**src/logic/rename_types_pkg.sv**
```systemverilog
package rename_types_pkg;

	// physical register numbers cover up to 64 registers
	localparam int PREG_BITS = 6;

	// architectural register numbers cover up to 16 registers
	localparam int AREG_BITS = 4;

	// physical register tag handed out by the free list
	typedef logic [PREG_BITS-1:0] phys_reg_t;

	// architectural register index as seen by the decoder
	typedef logic [AREG_BITS-1:0] arch_reg_t;

endpackage

```
**src/logic/rename_msg_pkg.sv**
```systemverilog
package rename_msg_pkg;

	import rename_types_pkg::*;

	// one instruction offered by decode
	typedef struct packed {
		logic      valid;
		logic      has_dest;
		logic      is_branch;
		arch_reg_t dest;
	} dispatch_req_t;

	// rename result, new_reg is T and old_reg is T_old
	typedef struct packed {
		logic      valid;
		phys_reg_t new_reg;
		phys_reg_t old_reg;
	} rename_rsp_t;

	// one reorder buffer record
	typedef struct packed {
		logic      has_dest;
		logic      is_branch;
		phys_reg_t new_reg;
		phys_reg_t old_reg;
	} rob_entry_t;

	// register released by retirement
	typedef struct packed {
		logic      valid;
		phys_reg_t freed;
	} retire_msg_t;

	// branch outcome from execute
	typedef struct packed {
		logic valid;
		logic mispredict;
	} branch_res_t;

endpackage

```
**src/logic/free_list.sv**
```systemverilog
`timescale 1ns/1ps

module free_list import rename_types_pkg::*, rename_msg_pkg::*; #(
	parameter int NUM_ARCH_REG = 8,
	parameter int NUM_PHYS_REG = 24,
	localparam int FL_SIZE = NUM_PHYS_REG - NUM_ARCH_REG,
	localparam int CNT_BITS = $clog2(FL_SIZE + 1)
) (
	input  logic                      clock,
	input  logic                      reset,
	input  logic                      pop,
	input  retire_msg_t               push,
	input  logic                      restore,
	input  phys_reg_t [FL_SIZE-1:0]   restore_list,
	input  logic [CNT_BITS-1:0]       restore_tail,
	output phys_reg_t                 head_reg,
	output logic [CNT_BITS-1:0]       free_count,
	output phys_reg_t [FL_SIZE-1:0]   list,
	output logic                      empty
);

	// slot index width, at least one bit
	localparam int IDX_BITS = (FL_SIZE > 1) ? $clog2(FL_SIZE) : 1;

	// entry 0 is the head, valid entries are 0 .. tail_q-1
	phys_reg_t [FL_SIZE-1:0] list_q;
	phys_reg_t [FL_SIZE-1:0] next_list;

	// tail_q doubles as the number of free registers
	logic [CNT_BITS-1:0] tail_q;
	logic [CNT_BITS-1:0] next_tail;

	assign head_reg   = list_q[0];
	assign free_count = tail_q;
	assign empty      = (tail_q == '0);

	// contents after this edge, the checkpoint captures these on a branch
	assign list = next_list;

	always_comb begin
		next_list = list_q;
		next_tail = tail_q;
		if (restore) begin
			// misprediction wins over any push or pop this cycle
			next_list = restore_list;
			next_tail = restore_tail;
		end else begin
			if (pop) begin
				// everything moves one slot toward the head
				for (int i = 0; i < FL_SIZE - 1; i++) begin
					next_list[i] = list_q[i + 1];
				end
				next_tail = tail_q - CNT_BITS'(1);
			end
			if (push.valid) begin
				// lands at tail, or tail-1 when a pop shifted the queue
				next_list[next_tail[IDX_BITS-1:0]] = push.freed;
				next_tail = next_tail + CNT_BITS'(1);
			end
		end
	end

	always_ff @(posedge clock) begin
		if (reset) begin
			// map table owns 0 .. NUM_ARCH_REG-1, the rest start out free
			for (int i = 0; i < FL_SIZE; i++) begin
				list_q[i] <= phys_reg_t'(NUM_ARCH_REG + i);
			end
			tail_q <= CNT_BITS'(FL_SIZE);
		end else begin
			list_q <= next_list;
			tail_q <= next_tail;
		end
	end

endmodule

```
**src/logic/map_table.sv**
```systemverilog
`timescale 1ns/1ps

module map_table import rename_types_pkg::*, rename_msg_pkg::*; #(
	parameter int NUM_ARCH_REG = 8
) (
	input  logic                         clock,
	input  logic                         reset,
	input  dispatch_req_t                req,
	input  logic                         grant,
	input  phys_reg_t                    new_reg,
	input  logic                         restore,
	input  phys_reg_t [NUM_ARCH_REG-1:0] restore_map,
	output rename_rsp_t                  rsp,
	output phys_reg_t [NUM_ARCH_REG-1:0] map
);

	// index width for the architectural registers in use
	localparam int A_IDX = (NUM_ARCH_REG > 1) ? $clog2(NUM_ARCH_REG) : 1;

	phys_reg_t [NUM_ARCH_REG-1:0] map_q;
	phys_reg_t [NUM_ARCH_REG-1:0] next_map;

	logic [A_IDX-1:0] dest_idx;
	logic             write_en;

	// only the low bits select an entry, dest stays below NUM_ARCH_REG
	assign dest_idx = req.dest[A_IDX-1:0];
	assign write_en = grant & req.has_dest;

	// T comes straight from the free list head, T_old from the current map
	assign rsp.valid   = write_en;
	assign rsp.new_reg = new_reg;
	assign rsp.old_reg = map_q[dest_idx];

	always_comb begin
		next_map = map_q;
		if (restore) begin
			next_map = restore_map;
		end else if (write_en) begin
			next_map[dest_idx] = new_reg;
		end
	end

	// post-dispatch map, captured alongside a branch
	assign map = next_map;

	always_ff @(posedge clock) begin
		if (reset) begin
			// identity mapping out of reset
			for (int i = 0; i < NUM_ARCH_REG; i++) begin
				map_q[i] <= phys_reg_t'(i);
			end
		end else begin
			map_q <= next_map;
		end
	end

endmodule

```
**src/logic/reorder_buffer.sv**
```systemverilog
`timescale 1ns/1ps

module reorder_buffer import rename_msg_pkg::*; #(
	parameter int ROB_SIZE = 16,
	localparam int PTR_BITS = (ROB_SIZE > 1) ? $clog2(ROB_SIZE) : 1,
	localparam int CNT_BITS = $clog2(ROB_SIZE + 1)
) (
	input  logic                clock,
	input  logic                reset,
	input  logic                grant,
	input  rob_entry_t          entry,
	input  logic                retire,
	input  logic                branch_pending,
	input  logic                squash,
	input  logic [PTR_BITS-1:0] squash_tail,
	output retire_msg_t         freed,
	output logic                full,
	output logic [PTR_BITS-1:0] alloc_tail,
	output logic [CNT_BITS-1:0] count
);

	// record storage, written at tail and read at head
	rob_entry_t [ROB_SIZE-1:0] entries;

	logic [PTR_BITS-1:0] head_q;
	logic [PTR_BITS-1:0] tail_q;
	logic [CNT_BITS-1:0] count_q;

	// slot of the unresolved branch
	logic [PTR_BITS-1:0] branch_idx_q;

	logic                do_retire;
	logic [PTR_BITS-1:0] head_n;
	logic [CNT_BITS-1:0] squash_count;

	// circular increment, ROB_SIZE need not be a power of two
	function automatic logic [PTR_BITS-1:0] ptr_inc(input logic [PTR_BITS-1:0] p);
		return (p == PTR_BITS'(ROB_SIZE - 1)) ? '0 : p + PTR_BITS'(1);
	endfunction

	// the head may not leave while it is the branch still in flight
	assign do_retire = retire && (count_q != '0) &&
		!(branch_pending && (head_q == branch_idx_q));

	// T_old goes back to the free list only for destination writers
	assign freed.valid = do_retire & entries[head_q].has_dest;
	assign freed.freed = entries[head_q].old_reg;

	assign full       = (count_q == CNT_BITS'(ROB_SIZE));
	assign alloc_tail = tail_q;
	assign count      = count_q;

	assign head_n = do_retire ? ptr_inc(head_q) : head_q;

	// entries left after a squash run from the new head up to the branch
	always_comb begin
		if (squash_tail >= head_n) begin
			squash_count = CNT_BITS'(squash_tail) - CNT_BITS'(head_n);
		end else begin
			squash_count = CNT_BITS'(squash_tail) + CNT_BITS'(ROB_SIZE) - CNT_BITS'(head_n);
		end
		// the branch itself is always kept, so zero distance means full
		if (squash_count == '0) begin
			squash_count = CNT_BITS'(ROB_SIZE);
		end
	end

	always_ff @(posedge clock) begin
		if (grant) begin
			entries[tail_q] <= entry;
		end
		if (grant && entry.is_branch) begin
			branch_idx_q <= tail_q;
		end
	end

	always_ff @(posedge clock) begin
		if (reset) begin
			head_q  <= '0;
			tail_q  <= '0;
			count_q <= '0;
		end else begin
			head_q <= head_n;
			if (squash) begin
				// younger entries past the branch are dropped
				tail_q  <= squash_tail;
				count_q <= squash_count;
			end else begin
				if (grant) begin
					tail_q <= ptr_inc(tail_q);
				end
				count_q <= count_q + CNT_BITS'(grant) - CNT_BITS'(do_retire);
			end
		end
	end

endmodule

```
**src/logic/branch_checkpoint.sv**
```systemverilog
`timescale 1ns/1ps

module branch_checkpoint import rename_types_pkg::*, rename_msg_pkg::*; #(
	parameter int NUM_ARCH_REG = 8,
	parameter int NUM_PHYS_REG = 24,
	parameter int ROB_SIZE = 16,
	localparam int FL_SIZE = NUM_PHYS_REG - NUM_ARCH_REG,
	localparam int CNT_BITS = $clog2(FL_SIZE + 1),
	localparam int PTR_BITS = (ROB_SIZE > 1) ? $clog2(ROB_SIZE) : 1
) (
	input  logic                         clock,
	input  logic                         reset,
	input  logic                         capture,
	input  phys_reg_t [NUM_ARCH_REG-1:0] next_map,
	input  phys_reg_t [FL_SIZE-1:0]      next_list,
	input  logic [CNT_BITS-1:0]          next_tail,
	input  logic [PTR_BITS-1:0]          rob_tail,
	input  retire_msg_t                  freed,
	input  branch_res_t                  resolve,
	output logic                         busy,
	output logic                         restore,
	output phys_reg_t [NUM_ARCH_REG-1:0] restore_map,
	output phys_reg_t [FL_SIZE-1:0]      restore_list,
	output logic [CNT_BITS-1:0]          restore_tail,
	output logic [PTR_BITS-1:0]          restore_rob_tail
);

	localparam int IDX_BITS = (FL_SIZE > 1) ? $clog2(FL_SIZE) : 1;

	logic                         busy_q;
	phys_reg_t [NUM_ARCH_REG-1:0] saved_map;
	phys_reg_t [FL_SIZE-1:0]      saved_list;
	logic [CNT_BITS-1:0]          saved_tail;
	logic [PTR_BITS-1:0]          saved_rob_tail;

	// saved list with this cycle's retirement already appended
	phys_reg_t [FL_SIZE-1:0] app_list;
	logic [CNT_BITS-1:0]     app_tail;

	always_comb begin
		app_list = saved_list;
		app_tail = saved_tail;
		if (freed.valid) begin
			app_list[saved_tail[IDX_BITS-1:0]] = freed.freed;
			app_tail = saved_tail + CNT_BITS'(1);
		end
	end

	assign busy    = busy_q;
	assign restore = busy_q & resolve.valid & resolve.mispredict;

	assign restore_map      = saved_map;
	assign restore_list     = app_list;
	assign restore_tail     = app_tail;
	assign restore_rob_tail = saved_rob_tail;

	// payload copy, no reset needed
	always_ff @(posedge clock) begin
		if (capture) begin
			saved_map  <= next_map;
			saved_list <= next_list;
			saved_tail <= next_tail;
			// the slot just past the branch
			saved_rob_tail <= (rob_tail == PTR_BITS'(ROB_SIZE - 1)) ?
				'0 : rob_tail + PTR_BITS'(1);
		end else if (busy_q) begin
			// older instructions keep retiring, their T_old must survive a restore
			saved_list <= app_list;
			saved_tail <= app_tail;
		end
	end

	always_ff @(posedge clock) begin
		if (reset) begin
			busy_q <= 1'b0;
		end else if (capture) begin
			busy_q <= 1'b1;
		end else if (resolve.valid) begin
			busy_q <= 1'b0;
		end
	end

endmodule

```
**src/logic/rename_stage.sv**
```systemverilog
`timescale 1ns/1ps

module rename_stage import rename_types_pkg::*, rename_msg_pkg::*; #(
	parameter int NUM_ARCH_REG = 8,
	parameter int NUM_PHYS_REG = 24,
	parameter int ROB_SIZE = 16,
	localparam int FL_SIZE = NUM_PHYS_REG - NUM_ARCH_REG,
	localparam int CNT_BITS = $clog2(FL_SIZE + 1)
) (
	input  logic                clock,
	input  logic                reset,
	input  dispatch_req_t       dispatch,
	input  logic                retire,
	input  branch_res_t         resolve,
	output rename_rsp_t         rename,
	output logic                stall,
	output retire_msg_t         freed,
	output logic [CNT_BITS-1:0] free_count
);

	localparam int PTR_BITS = (ROB_SIZE > 1) ? $clog2(ROB_SIZE) : 1;
	localparam int ROB_CNT_BITS = $clog2(ROB_SIZE + 1);

	logic grant;
	logic pop;
	logic capture;

	// free list side
	phys_reg_t                 fl_head;
	phys_reg_t [FL_SIZE-1:0]   fl_list;
	logic                      fl_empty;
	logic [CNT_BITS-1:0]       fl_next_tail;

	// map side
	phys_reg_t [NUM_ARCH_REG-1:0] next_map;

	// reorder buffer side
	rob_entry_t                 rob_entry;
	logic                       rob_full;
	logic [PTR_BITS-1:0]        rob_tail;
	// occupancy, observed by the bound properties
	logic [ROB_CNT_BITS-1:0]    rob_count;

	// checkpoint side
	logic                         cp_busy;
	logic                         cp_restore;
	phys_reg_t [NUM_ARCH_REG-1:0] cp_map;
	phys_reg_t [FL_SIZE-1:0]      cp_list;
	logic [CNT_BITS-1:0]          cp_tail;
	logic [PTR_BITS-1:0]          cp_rob_tail;

	// any structural hazard, or a misprediction being repaired this cycle
	assign stall = rob_full |
		(dispatch.has_dest & fl_empty) |
		(dispatch.is_branch & cp_busy) |
		(resolve.valid & resolve.mispredict);

	assign grant   = dispatch.valid & ~stall;
	assign pop     = grant & dispatch.has_dest;
	assign capture = grant & dispatch.is_branch;

	assign rob_entry.has_dest  = dispatch.has_dest;
	assign rob_entry.is_branch = dispatch.is_branch;
	assign rob_entry.new_reg   = fl_head;
	assign rob_entry.old_reg   = rename.old_reg;

	// free count the list will hold after this edge
	always_comb begin
		fl_next_tail = free_count;
		if (pop) begin
			fl_next_tail = fl_next_tail - CNT_BITS'(1);
		end
		if (freed.valid) begin
			fl_next_tail = fl_next_tail + CNT_BITS'(1);
		end
	end

	free_list #(
		.NUM_ARCH_REG(NUM_ARCH_REG),
		.NUM_PHYS_REG(NUM_PHYS_REG)
	) u_free_list (
		.clock        (clock),
		.reset        (reset),
		.pop          (pop),
		.push         (freed),
		.restore      (cp_restore),
		.restore_list (cp_list),
		.restore_tail (cp_tail),
		.head_reg     (fl_head),
		.free_count   (free_count),
		.list         (fl_list),
		.empty        (fl_empty)
	);

	map_table #(
		.NUM_ARCH_REG(NUM_ARCH_REG)
	) u_map_table (
		.clock       (clock),
		.reset       (reset),
		.req         (dispatch),
		.grant       (grant),
		.new_reg     (fl_head),
		.restore     (cp_restore),
		.restore_map (cp_map),
		.rsp         (rename),
		.map         (next_map)
	);

	reorder_buffer #(
		.ROB_SIZE(ROB_SIZE)
	) u_reorder_buffer (
		.clock          (clock),
		.reset          (reset),
		.grant          (grant),
		.entry          (rob_entry),
		.retire         (retire),
		.branch_pending (cp_busy),
		.squash         (cp_restore),
		.squash_tail    (cp_rob_tail),
		.freed          (freed),
		.full           (rob_full),
		.alloc_tail     (rob_tail),
		.count          (rob_count)
	);

	branch_checkpoint #(
		.NUM_ARCH_REG(NUM_ARCH_REG),
		.NUM_PHYS_REG(NUM_PHYS_REG),
		.ROB_SIZE(ROB_SIZE)
	) u_branch_checkpoint (
		.clock            (clock),
		.reset            (reset),
		.capture          (capture),
		.next_map         (next_map),
		.next_list        (fl_list),
		.next_tail        (fl_next_tail),
		.rob_tail         (rob_tail),
		.freed            (freed),
		.resolve          (resolve),
		.busy             (cp_busy),
		.restore          (cp_restore),
		.restore_map      (cp_map),
		.restore_list     (cp_list),
		.restore_tail     (cp_tail),
		.restore_rob_tail (cp_rob_tail)
	);

endmodule

```
**config.mk**
```make
export PLATFORM = sky130hd
export DESIGN_NAME = rename_stage
export DESIGN_NICKNAME = d
export VERILOG_FILES = /design/src/logic/rename_types_pkg.sv /design/src/logic/rename_msg_pkg.sv /design/src/logic/free_list.sv /design/src/logic/map_table.sv /design/src/logic/reorder_buffer.sv /design/src/logic/branch_checkpoint.sv /design/src/logic/rename_stage.sv
export SDC_FILE = /design/constraint.sdc
export NUM_CORES = 1
export LEC_CHECK = 0
export BUFFER_PORTS_ARGS = -buffer_cell sky130_fd_sc_hd__buf_2
export CELL_PAD_IN_SITES_DETAIL_PLACEMENT = 1
export CELL_PAD_IN_SITES_GLOBAL_PLACEMENT = 1
export CORE_MARGIN = 2
export CORE_UTILIZATION = 45
export DETAILED_ROUTE_END_ITERATION = 8
export PLACE_DENSITY_LB_ADDON = 0.1
export SLEW_MARGIN = 20
export SYNTH_ARGS = -nofsm -noshare
export SYNTH_HDL_FRONTEND = slang
export SYNTH_SLANG_ARGS = --single-unit
```
**constraint.sdc**
```tcl
create_clock -name clock -period 5.05 [get_ports clock]
set_input_delay 0.2525 -clock clock [delete_from_list [all_inputs] [get_ports clock]]
set_output_delay 0.2525 -clock clock [all_outputs]
set_load 0.02 [all_outputs]
```
== After elaboration in Yosys (flattened, before gate mapping) ==
Cells that the tools add are included.

* Bits of input ports: 12
* Register bits: 544
* Logic and storage cells: 216

* $lt $le $gt $ge: 10
* Mux-type cells: 43
* Equal/unequal tests: 4
* Bitwise operators: 13
* Add/sub/neg operators: 11
* Reductions and logical operators: 15

{| class="wikitable"
|+ Operator list
! operator !! count
|-
| two-way mux 96 bit || 5
|-
| bitwise mux 224 bit || 1
|-
| bitwise mux 96 bit || 2
|-
| two-way mux 90 bit || 2
|-
| two-way mux 48 bit || 2
|-
| binary-select mux 14 bit (select 4 bit) || 1
|-
| demux 14 bit (select 4 bit) || 1
|-
| two-way mux 5 bit || 11
|-
| bitwise mux 48 bit || 1
|-
| demux 6 bit (select 4 bit) || 2
|-
| two-way mux 14 bit || 2
|-
| two-way mux 6 bit || 4
|-
| less-than comparator 4 x 5 -> 1 bit (second input constant) || 4
|-
| two-way mux 4 bit || 5
|-
| binary-select mux 6 bit (select 3 bit) || 1
|-
| demux 6 bit (select 3 bit) || 1
|-
| adder 5 x 1 -> 5 bit (second input constant) || 3
|-
| >= comparator 4 x 1 -> 1 bit (second input constant) || 3
|-
| logical NOT 5 bit || 2
|-
| bitwise AND 1 bit || 9
|-
| adder 4 x 1 -> 4 bit (second input constant) || 2
|-
| equality test 4 bit (second input constant) || 2
|-
| logical AND 1 bit || 8
|-
| nonzero test 2 bit || 3
|-
| other kinds (16) || 19
|}

== Depth between registers and ports, before layout ==
Gate-level depths: netlist (run 1).

* Depth in word-level cells: 18
* Depth in mapped cells: 18

== Hierarchy ==
A second synthesis (run 1) with hierarchy kept.

* Cells, all modules: 2239
* Area, all modules: 24763.8 um^2

{| class="wikitable"
|+ Modules (own cells, without submodules)
! module !! cells an instance !! seq. area each (um^2) !! instances !! area each (um^2)
|-
| free_list || 1080 || 2021.9 || 1 || 8256.7
|-
| branch_checkpoint || 424 || 4614.4 || 1 || 7548.5
|-
| reorder_buffer || 316 || 3743.6 || 1 || 5535.3
|-
| map_table || 372 || 960.9 || 1 || 3121.7
|-
| rename_stage || 47 || 0.0 || 1 || 301.5
|}

== Worst setup path after synthesis (run 1) ==
OpenSTA, ideal clock, no wires.

* Kind: register to register
* From: reg u_free_list.tail_q[0], in the netlist u_free_list.free_count[0]
* To: reg u_branch_checkpoint.saved_list[0] in the netlist's numbering (enable)
* Cell stages (with the launch flop): 10
* Clock period less this slack: 4.911 ns
* Data arrival time: 4.433 ns
* Setup time: 0.477 ns
* Setup slack: 0.139 ns
* Path through: dfxtp_1 inv_1 ha_1 nor4b_1 a211o_1 nor2_1 nand2_1 clkbuf_1 clkbuf_1 nand2b_1

* Word-level cells in the longest chain between the ends: 9

{| class="wikitable"
|+ RTL lines
! item !! RTL line !! text
|-
| from (decl) || free_list.sv:30 || <nowiki>logic [CNT_BITS-1:0] tail_q;</nowiki>
|-
| from (signal assigned) || free_list.sv:69 || <nowiki>tail_q <= CNT_BITS'(FL_SIZE);</nowiki>
|-
| from (signal assigned) || free_list.sv:72 || <nowiki>tail_q <= next_tail;</nowiki>
|-
| logical NOT 5 bit || free_list.sv:35 || <nowiki>assign empty = (tail_q == '0);</nowiki>
|-
| bitwise AND 1 bit || rename_stage.sv:54 || <nowiki>(dispatch.has_dest & fl_empty) |</nowiki>
|-
| OR 1 bit || rename_stage.sv:53 || <nowiki>assign stall = rob_full |</nowiki>
|-
| OR 1 bit || rename_stage.sv:54 ||
|-
| OR 1 bit || rename_stage.sv:55 || <nowiki>(dispatch.is_branch & cp_busy) |</nowiki>
|-
| named net stall || rename_stage.sv:16 || <nowiki>output logic stall,</nowiki>
|-
| inverter 1 bit || rename_stage.sv:58 || <nowiki>assign grant = dispatch.valid & ~stall;</nowiki>
|-
| bitwise AND 1 bit || rename_stage.sv:58 ||
|-
| bitwise AND 1 bit || rename_stage.sv:60 || <nowiki>assign capture = grant & dispatch.is_branch;</nowiki>
|-
| nonzero test 2 bit (no line) || - ||
|-
| to (signal assigned) || branch_checkpoint.sv:61 || <nowiki>saved_list <= next_list;</nowiki>
|-
| to (signal assigned) || branch_checkpoint.sv:68 || <nowiki>saved_list <= app_list;</nowiki>
|-
| to (decl) || branch_checkpoint.sv:32 || <nowiki>phys_reg_t [FL_SIZE-1:0] saved_list;</nowiki>
|}

The timed path passes the listed nets, and every way through them passes these cells.
A chain may end at the register's enable or synchronous reset.

== Worst setup path after layout (run 1) ==
* From: reg u_reorder_buffer.count_q[2], in the netlist u_reorder_buffer.count[2]
* To: reg u_free_list.list_q[72] in the netlist's numbering

* Word-level cells in the longest chain between the ends: 16
* Elaborated cells on any way between the ends: 24

{| class="wikitable"
|+ RTL lines
! item !! RTL line !! text
|-
| from (decl) || reorder_buffer.sv:27 || <nowiki>logic [CNT_BITS-1:0] count_q;</nowiki>
|-
| from (signal assigned) || reorder_buffer.sv:87 || <nowiki>count_q <= squash_count;</nowiki>
|-
| from (signal assigned) || reorder_buffer.sv:92 || <nowiki>count_q <= count_q + CNT_BITS'(grant) - CNT_BITS'(do_retire);</nowiki>
|-
| equality test 5 bit || reorder_buffer.sv:49 || <nowiki>assign full = (count_q == CNT_BITS'(ROB_SIZE));</nowiki>
|-
| OR 1 bit || rename_stage.sv:53 ||
|-
| OR 1 bit || rename_stage.sv:54 ||
|-
| OR 1 bit || rename_stage.sv:55 ||
|-
| inverter 1 bit || rename_stage.sv:58 ||
|-
| bitwise AND 1 bit || rename_stage.sv:58 ||
|-
| bitwise AND 1 bit || rename_stage.sv:59 || <nowiki>assign pop = grant & dispatch.has_dest;</nowiki>
|-
| two-way mux 5 bit || free_list.sv:48 || <nowiki>if (pop) begin</nowiki>
|-
| two-way mux 5 bit || free_list.sv:43 || <nowiki>if (restore) begin</nowiki>
|-
| less-than comparator 4 x 5 -> 1 bit (not written as such) / >= comparator 4 x 1 -> 1 bit (equally long branches) || free_list.sv:57 || <nowiki>next_list[next_tail[IDX_BITS-1:0]] = push.freed;</nowiki>
|-
| logical AND 1 bit (not written as such) || free_list.sv:57 ||
|-
| two-way mux 6 bit (not written as such) || free_list.sv:57 ||
|-
| demux 6 bit (select 4 bit) || - ||
|-
| bitwise mux 96 bit || free_list.sv:57 ||
|-
| two-way mux 96 bit || free_list.sv:55 || <nowiki>if (push.valid) begin</nowiki>
|-
| two-way mux 96 bit * || free_list.sv:43 ||
|-
| to (signal, indexed assignment) || free_list.sv:67 || <nowiki>list_q[i] <= phys_reg_t'(NUM_ARCH_REG + i);</nowiki>
|-
| to (signal assigned) || free_list.sv:71 || <nowiki>list_q <= next_list;</nowiki>
|-
| to (decl) || free_list.sv:26 || <nowiki>phys_reg_t [FL_SIZE-1:0] list_q;</nowiki>
|}

Every way passes the cells marked *; elsewhere a longest branch is shown, timed or not. The select of a mux whose other input is x is not followed.

==> impl_table.tex, run 1 <==
\begin{tabular}{lr}
\hline
Metric & Value \\
\hline
\multicolumn{2}{l}{\textbf{Run status}} \\
\quad Result of the run & finished clean \\
\multicolumn{2}{l}{\textbf{Pwr}} \\
\quad Areal power density over the cells & 450 nW/um2 \\
\quad Static leakage & 8.66 nW \\
\quad Worst vdd rail ir drop & 0.348 mV \\
\multicolumn{2}{l}{\textbf{Timing}} \\
\quad Layout Skew & 25.9 ps \\
\quad Tmin final & 4590 ps \\
\quad Final Cycle Share & 90.8\% \\
\quad Fin worst setup slack & 462 ps \\
\quad Normalized max-slew margin & 26.2\% \\
\quad Fin Setup TNS & 0 ps \\
\quad Number of slew-limit violations in the final report & 0 \\
\quad Worst Tran Pin Value & 1110 ps \\
\quad RSZ-0062 raised after global routing & no \\
\quad Highest clock frequency the design can meet & 0.218 GHz \\
\quad Final count of negative-setup-slack endpoints & 0 \\
\quad Smallest hold slack & 31.5 ps \\
\quad Final-report hold violation count & 0 \\
\multicolumn{2}{l}{\textbf{Layout}} \\
\quad Synthesis-to-layout area growth & 11.3\% \\
\quad Net total in the final layout & 2099 \\
\quad Largest Register & u\_reorder\_buffer.entries \\
\quad Largest registers ranked by flip-flop count & u\_reorder\_buffer.entries (112), u\_branch\_checkpoint.saved\_list (96), u\_free\_list.list\_q (90) \\
\quad Max FFs per register & 112 \\
\quad Design Area, Final & 24000 um2 \\
\quad Proportion of layout cells with a drive suffix above 1 & 13.7\% \\
\multicolumn{2}{l}{\textbf{Drt}} \\
\quad Post-detailed-route DRC marker count & 0 \\
\quad ANT nets after route & 0 \\
\quad Vias & 16700 \\
\quad Average via count per standard cell & 6.16 \\
\quad First drt pass iteration count & 5 \\
\quad Mean routed wirelength per cell & 25.0 um \\
\quad Sum of routed wire length over all layers & 67.9 mm \\
\quad Detailed Route Iter0 Violations & 1129 \\
\multicolumn{2}{l}{\textbf{Floorplanning}} \\
\quad Die Area & 49700 um2 \\
\quad Starting Density & 45.4\% \\
\quad Num ports & 38 \\
\quad Number of rows created at floorplan & 80 \\
\quad Core Box Area & 47500 um2 \\
\quad Die span in y & 223 um \\
\quad Chip Width & 223 um \\
\multicolumn{2}{l}{\textbf{Setup path}} \\
\quad Kind of start point of the critical path & flip-flop \\
\quad Critical path endpoint category & flip-flop \\
\quad Critical path data arrival time & 5050 ps \\
\quad Largest driver fanout on the critical path & 29 \\
\quad Setup Crit Path Kind & flip-flop to flip-flop \\
\quad Required time reported for the critical path endpoint & 5510 ps \\
\multicolumn{2}{l}{\textbf{Worst hold path}} \\
\quad Hold crit path type & input pin to flip-flop \\
\multicolumn{2}{l}{\textbf{CTS}} \\
\quad Later-pin clock latency in the skew report & 620 ps \\
\quad CTS H-Tree Depth & 2 \\
\quad Total number of clock tree sinks & 432 \\
\quad CTS-repair resized insts & 0 \\
\quad Largest buffer count on any clock path & 3 \\
\quad Total CTS buffers & 49 \\
\quad Clock-pin transition on the worst setup and hold timing paths & 60 ps \\
\quad CTS root buffer & sky130\_fd\_sc\_hd\_\_clkbuf\_16 \\
\quad CTS tree & yes \\
\multicolumn{2}{l}{\textbf{Synth}} \\
\quad Synth Instances & 2080 \\
\quad Post-synth design cell area & 21600 um2 \\
\quad Mean instance size in the synthesized netlist & 10.4 um2 \\
\quad Number of different library cells in the post-synthesis netlist & 74 \\
\quad Yosys warning total & 0 \\
\quad Number of nets in the synthesized netlist & 2118 \\
\quad EDFF count, synth & 269 \\
\quad Adder-cell area share of the yosys netlist & 1.54\% \\
\quad Simple-gate share of the synthesized area & 15.5\% \\
\quad Sequential-to-total area share from yosys stat & 52.6\% \\
\quad Post-synthesis register bit count & 432 \\
\quad Area share of xor/xnor cells in the synthesized design & 1.12\% \\
\quad Complex-gate fraction of the synthesized area & 15.2\% \\
\quad Fraction of synthesis flops using an asynchronous set or reset pin & 0\% \\
\quad Most used flip-flop cell after synthesis & sky130\_fd\_sc\_hd\_\_edfxtp\_1 \\
\quad Post-synthesis mux area share & 10.0\% \\
\quad Main combinational cell family by area after synthesis & simple AND/OR/NAND/NOR gates \\
\multicolumn{2}{l}{\textbf{GRT}} \\
\quad Pin count of the biggest net entering global routing & 102 \\
\quad Vias in the first global route & 17600 \\
\quad Gr usage total & 27.4\% \\
\quad First-pass GRT wire length & 105 mm \\
\quad Initial antenna violation count & 4 \\
\quad GRT Residual Overflow & 0 \\
\multicolumn{2}{l}{\textbf{Placement}} \\
\quad Detailed Place HPWL & 43.7 mm \\
\quad Standard cell area after detailed placement & 22400 um2 \\
\quad Weighted congestion at the end of routability-driven global placement & 0.834 \\
\quad Worst slack after detailed placement & 551 ps \\
\quad Count of port buffers added during placement & 36 \\
\multicolumn{2}{l}{\textbf{Job}} \\
\quad Maximum Capacitance Violations & 0 \\
\hline
\end{tabular}
[what timing repair did]
action	CTS	global route
setup buffers	0	0
endpoints found under the hold margin	3	0
hold buffers	1	0
[worst max-delay path: stages, from the launching register on]
cell and delay (ps):
sky130_fd_sc_hd__dfxtp_1 310, sky130_fd_sc_hd__inv_1 80, sky130_fd_sc_hd__ha_1 180, sky130_fd_sc_hd__nor4bb_1 620, sky130_fd_sc_hd__buf_4 230, sky130_fd_sc_hd__or4_4 400
sky130_fd_sc_hd__inv_2 80, sky130_fd_sc_hd__xnor2_1 470, sky130_fd_sc_hd__ha_1 260, sky130_fd_sc_hd__o211ai_1 290, sky130_fd_sc_hd__a211oi_2 900, sky130_fd_sc_hd__nor2_1 260
sky130_fd_sc_hd__a22oi_1 220, sky130_fd_sc_hd__o21ai_0 120
[power breakdown]
group	internal (W)	total, W	switching [W]	leakage, nW
registers	0.00418	0.00447	0.000289	3.80
clock network	0.00207	0.00358	0.00151	0.777
logic	0.000913	0.00274	0.00183	4.08
[cell usage after synthesis, types with 3 or more instances]
library cell	instances	area, um2
sky130_fd_sc_hd__nand2b_1	12	75.1
sky130_fd_sc_hd__o221a_2	23	259
sky130_fd_sc_hd__mux4_2	38	856
sky130_fd_sc_hd__a31oi_1	3	18.8
sky130_fd_sc_hd__o211ai_1	6	45.0
sky130_fd_sc_hd__ha_1	25	313
sky130_fd_sc_hd__clkinv_1	4	15.0
sky130_fd_sc_hd__and2_1	10	62.6
sky130_fd_sc_hd__buf_4	9	67.6
sky130_fd_sc_hd__nand4_1	5	31.3
sky130_fd_sc_hd__dfxtp_1	163	3260
sky130_fd_sc_hd__edfxtp_1	269	8080
sky130_fd_sc_hd__mux2i_1	118	1180
sky130_fd_sc_hd__a221o_1	3	30.0
sky130_fd_sc_hd__mux2_2	11	124
sky130_fd_sc_hd__o21ai_0	109	546
sky130_fd_sc_hd__o31ai_1	3	22.5
sky130_fd_sc_hd__nand3_1	20	100
sky130_fd_sc_hd__nor2_1	177	664
sky130_fd_sc_hd__nor2b_1	47	294
sky130_fd_sc_hd__o22ai_1	13	81.3
sky130_fd_sc_hd__a221oi_1	96	841
sky130_fd_sc_hd__buf_2	27	135
sky130_fd_sc_hd__buf_1	10	37.5
sky130_fd_sc_hd__xnor2_1	14	123
sky130_fd_sc_hd__or2_2	12	75.1
sky130_fd_sc_hd__and3_1	3	18.8
sky130_fd_sc_hd__inv_1	33	124
sky130_fd_sc_hd__nand4b_1	8	70.1
sky130_fd_sc_hd__a32oi_1	8	70.1
sky130_fd_sc_hd__nor4b_1	5	43.8
sky130_fd_sc_hd__a21oi_1	100	500
sky130_fd_sc_hd__or3_1	13	81.3
sky130_fd_sc_hd__xor2_1	11	96.3
sky130_fd_sc_hd__nor3_1	82	410
sky130_fd_sc_hd__a2bb2oi_1	4	35.0
sky130_fd_sc_hd__nand2_1	338	1270
sky130_fd_sc_hd__a22oi_1	54	405
sky130_fd_sc_hd__a211oi_1	24	180
sky130_fd_sc_hd__clkbuf_1	126	473
[worst paths after layout]
check                                                   startpoint                        to  slack, ps  depth (start not counted)
worst max register to register           u_reorder_buffer.count[2]    u_free_list.list_q[72]        460                         13
worst max-delay path                     u_reorder_buffer.count[2]    u_free_list.list_q[72]        460                         13
worst min-delay path                                    resolve[1]  u_branch_checkpoint.busy         30                          3
worst min register to register  u_branch_checkpoint.saved_list[47]    u_free_list.list_q[47]        510                          2
[placed cells by master (no fill, tap or decap), types with 23 or more instances in the layout]
master,instances
sky130_fd_sc_hd__buf_2,36
sky130_fd_sc_hd__nor2b_1,47
sky130_fd_sc_hd__a21oi_1,100
sky130_fd_sc_hd__a22oi_1,54
sky130_fd_sc_hd__clkbuf_16,49
sky130_fd_sc_hd__o21ai_0,109
sky130_fd_sc_hd__mux2i_1,118
sky130_fd_sc_hd__nand2_1,337
sky130_fd_sc_hd__edfxtp_1,269
sky130_fd_sc_hd__buf_4,64
sky130_fd_sc_hd__dfxtp_1,162
sky130_fd_sc_hd__ha_1,25
sky130_fd_sc_hd__mux4_2,38
sky130_fd_sc_hd__o221a_2,23
sky130_fd_sc_hd__nor3_1,82
sky130_fd_sc_hd__inv_1,32
sky130_fd_sc_hd__a221oi_1,96
sky130_fd_sc_hd__nor2_1,172
sky130_fd_sc_hd__a211oi_1,23
[through the flow]
| step | power (W) | util [%] | cells |
|---|---|---|---|
| after floorplan | 0.00627 | - | 2080 |
| after global placement | 0.00716 | 47.1 | 2624 |
| after detailed placement | 0.00725 | 47.1 | 2624 |
| after CTS | 0.0108 | 50.5 | 2714 |
| after global routing | 0.0113 | 50.5 | 2716 |
| final | 0.0108 | 50.5 | 2716 |
[routing by layer]
metal	vias up	global-route usage [%]	share of wire [%]
li1	7669	-	-
met1	8518	36.1	43
met2	439	46.4	49
met3	116	3.75	5.1
met4	2	9.72	2.9
met5	-	0	0.019
[kinds of logic (layout without fill, tap and decap cells)]
| family | Yosys count | in the layout |
|---|---|---|
| AOI/OAI and AO/OA | 469 | 469 |
| xor gates and xnor gates | 26 | 26 |
| adders and majority gates | 26 | 26 |
| buffers and inverters | 212 | 231 |
| DFF | 432 | 432 |
| muxes | 167 | 167 |
| other | 0 | 2 |
| and+or+nand+nor | 748 | 748 |
[layout make-up]
type / instances / area, um2
fill: 5118 / 23500
sequential: 432 / 11300
multi-input combinational: 1436 / 9430
clock buffer: 65 / 1340
tap: 615 / 769
timing repair buffer: 103 / 711
clock inverter: 24 / 269
inverter: 39 / 148
antenna: 2 / 5.00
Power figures use the tool's default switching activity.
==> inputs of run 2 (changes only) <==
Settings changed: SYNTH_HIERARCHICAL set to 1.
==> run 2 against run 1 <==
Against the previous run:
- first-iteration DRC count up 27%
- sequential cell count unchanged
- design area up 12%
- worst setup slack better by 280 ps
- sequential share of layout area down 5.1 points
- global-route usage up 0.33 points
- clock power down 4%
- synthesized cell count up 7.6%
- sequential power down 1%
- worst hold slack better by 23 ps
- non-clock buffer count up 15
- routed wire length up 16%
- largest cell class is now multi-input combinational cells
==> impl_table.tex, run 2 <==
\begin{tabular}{lr}
\hline
Metric & Value \\
\hline
\multicolumn{2}{l}{\textbf{Layout}} \\
\quad Most common cell after layout, fill and taps aside & sky130\_fd\_sc\_hd\_\_edfxtp\_1 \\
\quad Filler instances & 5691 \\
\quad Largest Register & u\_reorder\_buffer/entries \\
\quad Max FFs per register & 112 \\
\quad Most used cells in the layout excluding fill and tap cells & 269 x sky130\_fd\_sc\_hd\_\_edfxtp\_1, 241 x sky130\_fd\_sc\_hd\_\_mux2\_2, 172 x sky130\_fd\_sc\_hd\_\_nand2\_1 \\
\quad Largest registers ranked by flip-flop count & u\_reorder\_buffer/entries (112), u\_branch\_checkpoint/saved\_list (96), u\_free\_list/list\_q (90) \\
\quad Proportion of layout cells with a drive suffix above 1 & 23.8\% \\
\quad Synthesis-to-layout area growth & 8.62\% \\
\quad Net total in the final layout & 2214 \\
\multicolumn{2}{l}{\textbf{Setup path}} \\
\quad Largest driver fanout on the critical path & 16 \\
\quad Worst-case reg-to-reg path depth & 10 \\
\quad Setup Crit Path Kind & flip-flop to flip-flop \\
\quad Critical path endpoint category & flip-flop \\
\quad Critical path data arrival time & 4780 ps \\
\quad Kind of start point of the critical path & flip-flop \\
\quad Required time reported for the critical path endpoint & 5530 ps \\
\multicolumn{2}{l}{\textbf{Pwr}} \\
\quad Worst vdd rail ir drop & 0.327 mV \\
\quad Post-route total power & 0.0117 W \\
\quad Static leakage & 9.18 nW \\
\quad Areal power density over the cells & 434 nW/um2 \\
\multicolumn{2}{l}{\textbf{Timing}} \\
\quad Highest clock frequency the design can meet & 0.232 GHz \\
\quad Final count of negative-setup-slack endpoints & 0 \\
\quad Tmin final & 4300 ps \\
\quad Final Cycle Share & 85.2\% \\
\quad Number of slew-limit violations in the final report & 0 \\
\quad Final-report hold violation count & 0 \\
\quad Normalized max-slew margin & 22.3\% \\
\quad Worst Tran Pin Value & 1170 ps \\
\quad Fin Setup TNS & 0 ps \\
\quad RSZ-0062 raised after global routing & no \\
\quad Layout Skew & 15.5 ps \\
\multicolumn{2}{l}{\textbf{CTS}} \\
\quad CTS-repair resized insts & 0 \\
\quad Total number of clock tree sinks & 432 \\
\quad Buffers inserted during post-CTS setup optimization & 0 \\
\quad CTS H-Tree Depth & 2 \\
\quad Largest buffer count on any clock path & 3 \\
\quad Clock-pin transition on the worst setup and hold timing paths & 60 ps \\
\quad Total CTS buffers & 50 \\
\quad CTS tree & yes \\
\quad Post-CTS Hold Buffers & 0 \\
\quad Later-pin clock latency in the skew report & 610 ps \\
\quad CTS root buffer & sky130\_fd\_sc\_hd\_\_clkbuf\_16 \\
\multicolumn{2}{l}{\textbf{Drt}} \\
\quad Mean routed wirelength per cell & 27.2 um \\
\quad Vias & 18700 \\
\quad Average via count per standard cell & 6.42 \\
\quad First drt pass iteration count & 5 \\
\quad Post-detailed-route DRC marker count & 0 \\
\quad Detailed Route Iter0 Violations & 1430 \\
\quad Sum of routed wire length over all layers & 79.0 mm \\
\quad ANT nets after route & 0 \\
\multicolumn{2}{l}{\textbf{Synth}} \\
\quad Share of the synthesized area in the top cell type & 32.6\% \\
\quad Most used flip-flop cell after synthesis & sky130\_fd\_sc\_hd\_\_edfxtp\_1 \\
\quad Synth Instances & 2239 \\
\quad Yosys warning total & 6 \\
\quad EDFF count, synth & 269 \\
\quad Most frequent cell after synthesis & sky130\_fd\_sc\_hd\_\_edfxtp\_1 \\
\quad Top cell type by total area after synthesis & sky130\_fd\_sc\_hd\_\_edfxtp\_1 \\
\quad Mean instance size in the synthesized netlist & 11.1 um2 \\
\quad Number of different library cells in the post-synthesis netlist & 87 \\
\quad Post-synth design cell area & 24800 um2 \\
\quad Largest cells by area after synthesis & sky130\_fd\_sc\_hd\_\_edfxtp\_1 33\%, sky130\_fd\_sc\_hd\_\_dfxtp\_1 13\%, sky130\_fd\_sc\_hd\_\_mux2\_2 11\%, sky130\_fd\_sc\_hd\_\_o211ai\_1 4.3\%, sky130\_fd\_sc\_hd\_\_mux4\_2 3.2\% \\
\quad Post-synthesis register bit count & 432 \\
\quad Sequential-to-total area share from yosys stat & 45.8\% \\
\quad Number of nets in the synthesized netlist & 2280 \\
\quad Post-synth top cells & 269 x sky130\_fd\_sc\_hd\_\_edfxtp\_1, 241 x sky130\_fd\_sc\_hd\_\_mux2\_2, 172 x sky130\_fd\_sc\_hd\_\_nand2\_1 \\
\quad Fraction of synthesis flops using an asynchronous set or reset pin & 0\% \\
\multicolumn{2}{l}{\textbf{Floorplanning}} \\
\quad Core Box Area & 54100 um2 \\
\quad Chip Width & 239 um \\
\quad Num ports & 38 \\
\quad Die span in y & 239 um \\
\quad Die Area & 56900 um2 \\
\quad Number of rows created at floorplan & 85 \\
\quad Starting Density & 45.7\% \\
\multicolumn{2}{l}{\textbf{GRT}} \\
\quad GRT Residual Overflow & 0 \\
\quad Most used routing layer & met2 \\
\quad Pin count of the biggest net entering global routing & 155 \\
\quad First-pass GRT wire length & 121 mm \\
\quad Global-route track usage on met3 & 3.60\% \\
\quad Initial antenna violation count & 1 \\
\quad Gr usage total & 27.7\% \\
\quad Grt met1 use & 36.6\% \\
\quad Vias in the first global route & 19600 \\
\quad Met2 Usage GRT & 46.4\% \\
\multicolumn{2}{l}{\textbf{Job}} \\
\quad Maximum Capacitance Violations & 0 \\
\multicolumn{2}{l}{\textbf{Worst hold path}} \\
\quad Instance count along the most critical hold path & 4 \\
\quad Hold crit path type & input pin to flip-flop \\
\multicolumn{2}{l}{\textbf{Run status}} \\
\quad Result of the run & finished clean \\
\multicolumn{2}{l}{\textbf{Placement}} \\
\quad Detailed Place HPWL & 49.1 mm \\
\quad Count of port buffers added during placement & 36 \\
\quad Weighted congestion at the end of routability-driven global placement & 0.814 \\
\hline
\end{tabular}
run 2: changes by cell type in the layout (fill, tap and decap cells not counted), sizes merged, moves of 26 or more:
cell / delta
a22oi: -53
o211ai: +137
a32oi: +43
nand3: +57
mux2: +239
o311ai: +26
nor2: -91
a221oi: -58
mux2i: -92
nand2: -164
o21ai: -28
nor2b: +32
nor3: -48
run 2: per-layer routing:
layer,vias up,part of all wire [%]
met5,-,0
met4,0,3.7
met3,140,4.6
met2,513,48
met1,9567,44
li1,8468,-
run 2: final cells by class:
type                            instances  area [um2]  share of cell area (%)
Antenna cell                            1        2.50                 0.00930
Timing Repair Buffer                  118         868                    3.23
Multi-Input combinational cell       1512       12100                    44.9
Inverter                               59         221                   0.823
Clock inverter                         18         135                   0.502
Sequential cell                       432       11300                    42.2
Clock buffer                           73        1390                    5.16
Tap cell                              696         871                    3.24
run 2: final timing paths:
kind                                                           from                            endpoint  slack [ps]
worst max-delay path                      u_free_list/free_count[2]  u_branch_checkpoint/saved_list[11]         750
worst min register to register  u_branch_checkpoint/restore_map[44]               u_map_table/map_q[44]         510
worst max register to register            u_free_list/free_count[2]  u_branch_checkpoint/saved_list[11]         750
worst min-delay path                                     resolve[1]            u_branch_checkpoint/busy          50
run 2: power breakdown:
part / total [W] / switching, W / internal, W
Sequential: 0.00442 / 0.000235 / 0.00418
Combinational: 0.00382 / 0.00245 / 0.00137
Clock: 0.00344 / 0.00152 / 0.00191
run 2: cells by family after synthesis:
kind of cell | count (synthesis) | synth area share, %
compound gates | 559 | 16.7
simple gates | 569 | 12.2
xor+xnor | 30 | 1.14
fa+ha+maj | 31 | 1.59
mux | 323 | 17.0
buf+inv | 295 | 5.58
flops | 432 | 45.8
run 2: critical path, cell delays in order (launching register included):
cell and delay, ps:
sky130_fd_sc_hd__dfxtp_1 510, sky130_fd_sc_hd__nor4b_1 890, sky130_fd_sc_hd__nor3_4 150, sky130_fd_sc_hd__nor2b_1 210
sky130_fd_sc_hd__or2_2 330, sky130_fd_sc_hd__inv_1 80, sky130_fd_sc_hd__ha_1 150, sky130_fd_sc_hd__and2_1 780
sky130_fd_sc_hd__o21ai_0 480, sky130_fd_sc_hd__a221oi_1 370, sky130_fd_sc_hd__mux2_2 200
run 2: through the flow:
step	instance area [um2]	std cells	hold slack (ps)	utilization, %	setup slack (ps)
after floorplan	24800	2239	325	-	358
after global placement	25300	2816	482	46.8	945
after detailed placement	25400	2817	497	46.9	860
after CTS	26900	2908	2.15	49.7	860
after global routing	26900	2908	80.6	49.7	502
final	26900	2909	54.3	49.7	746
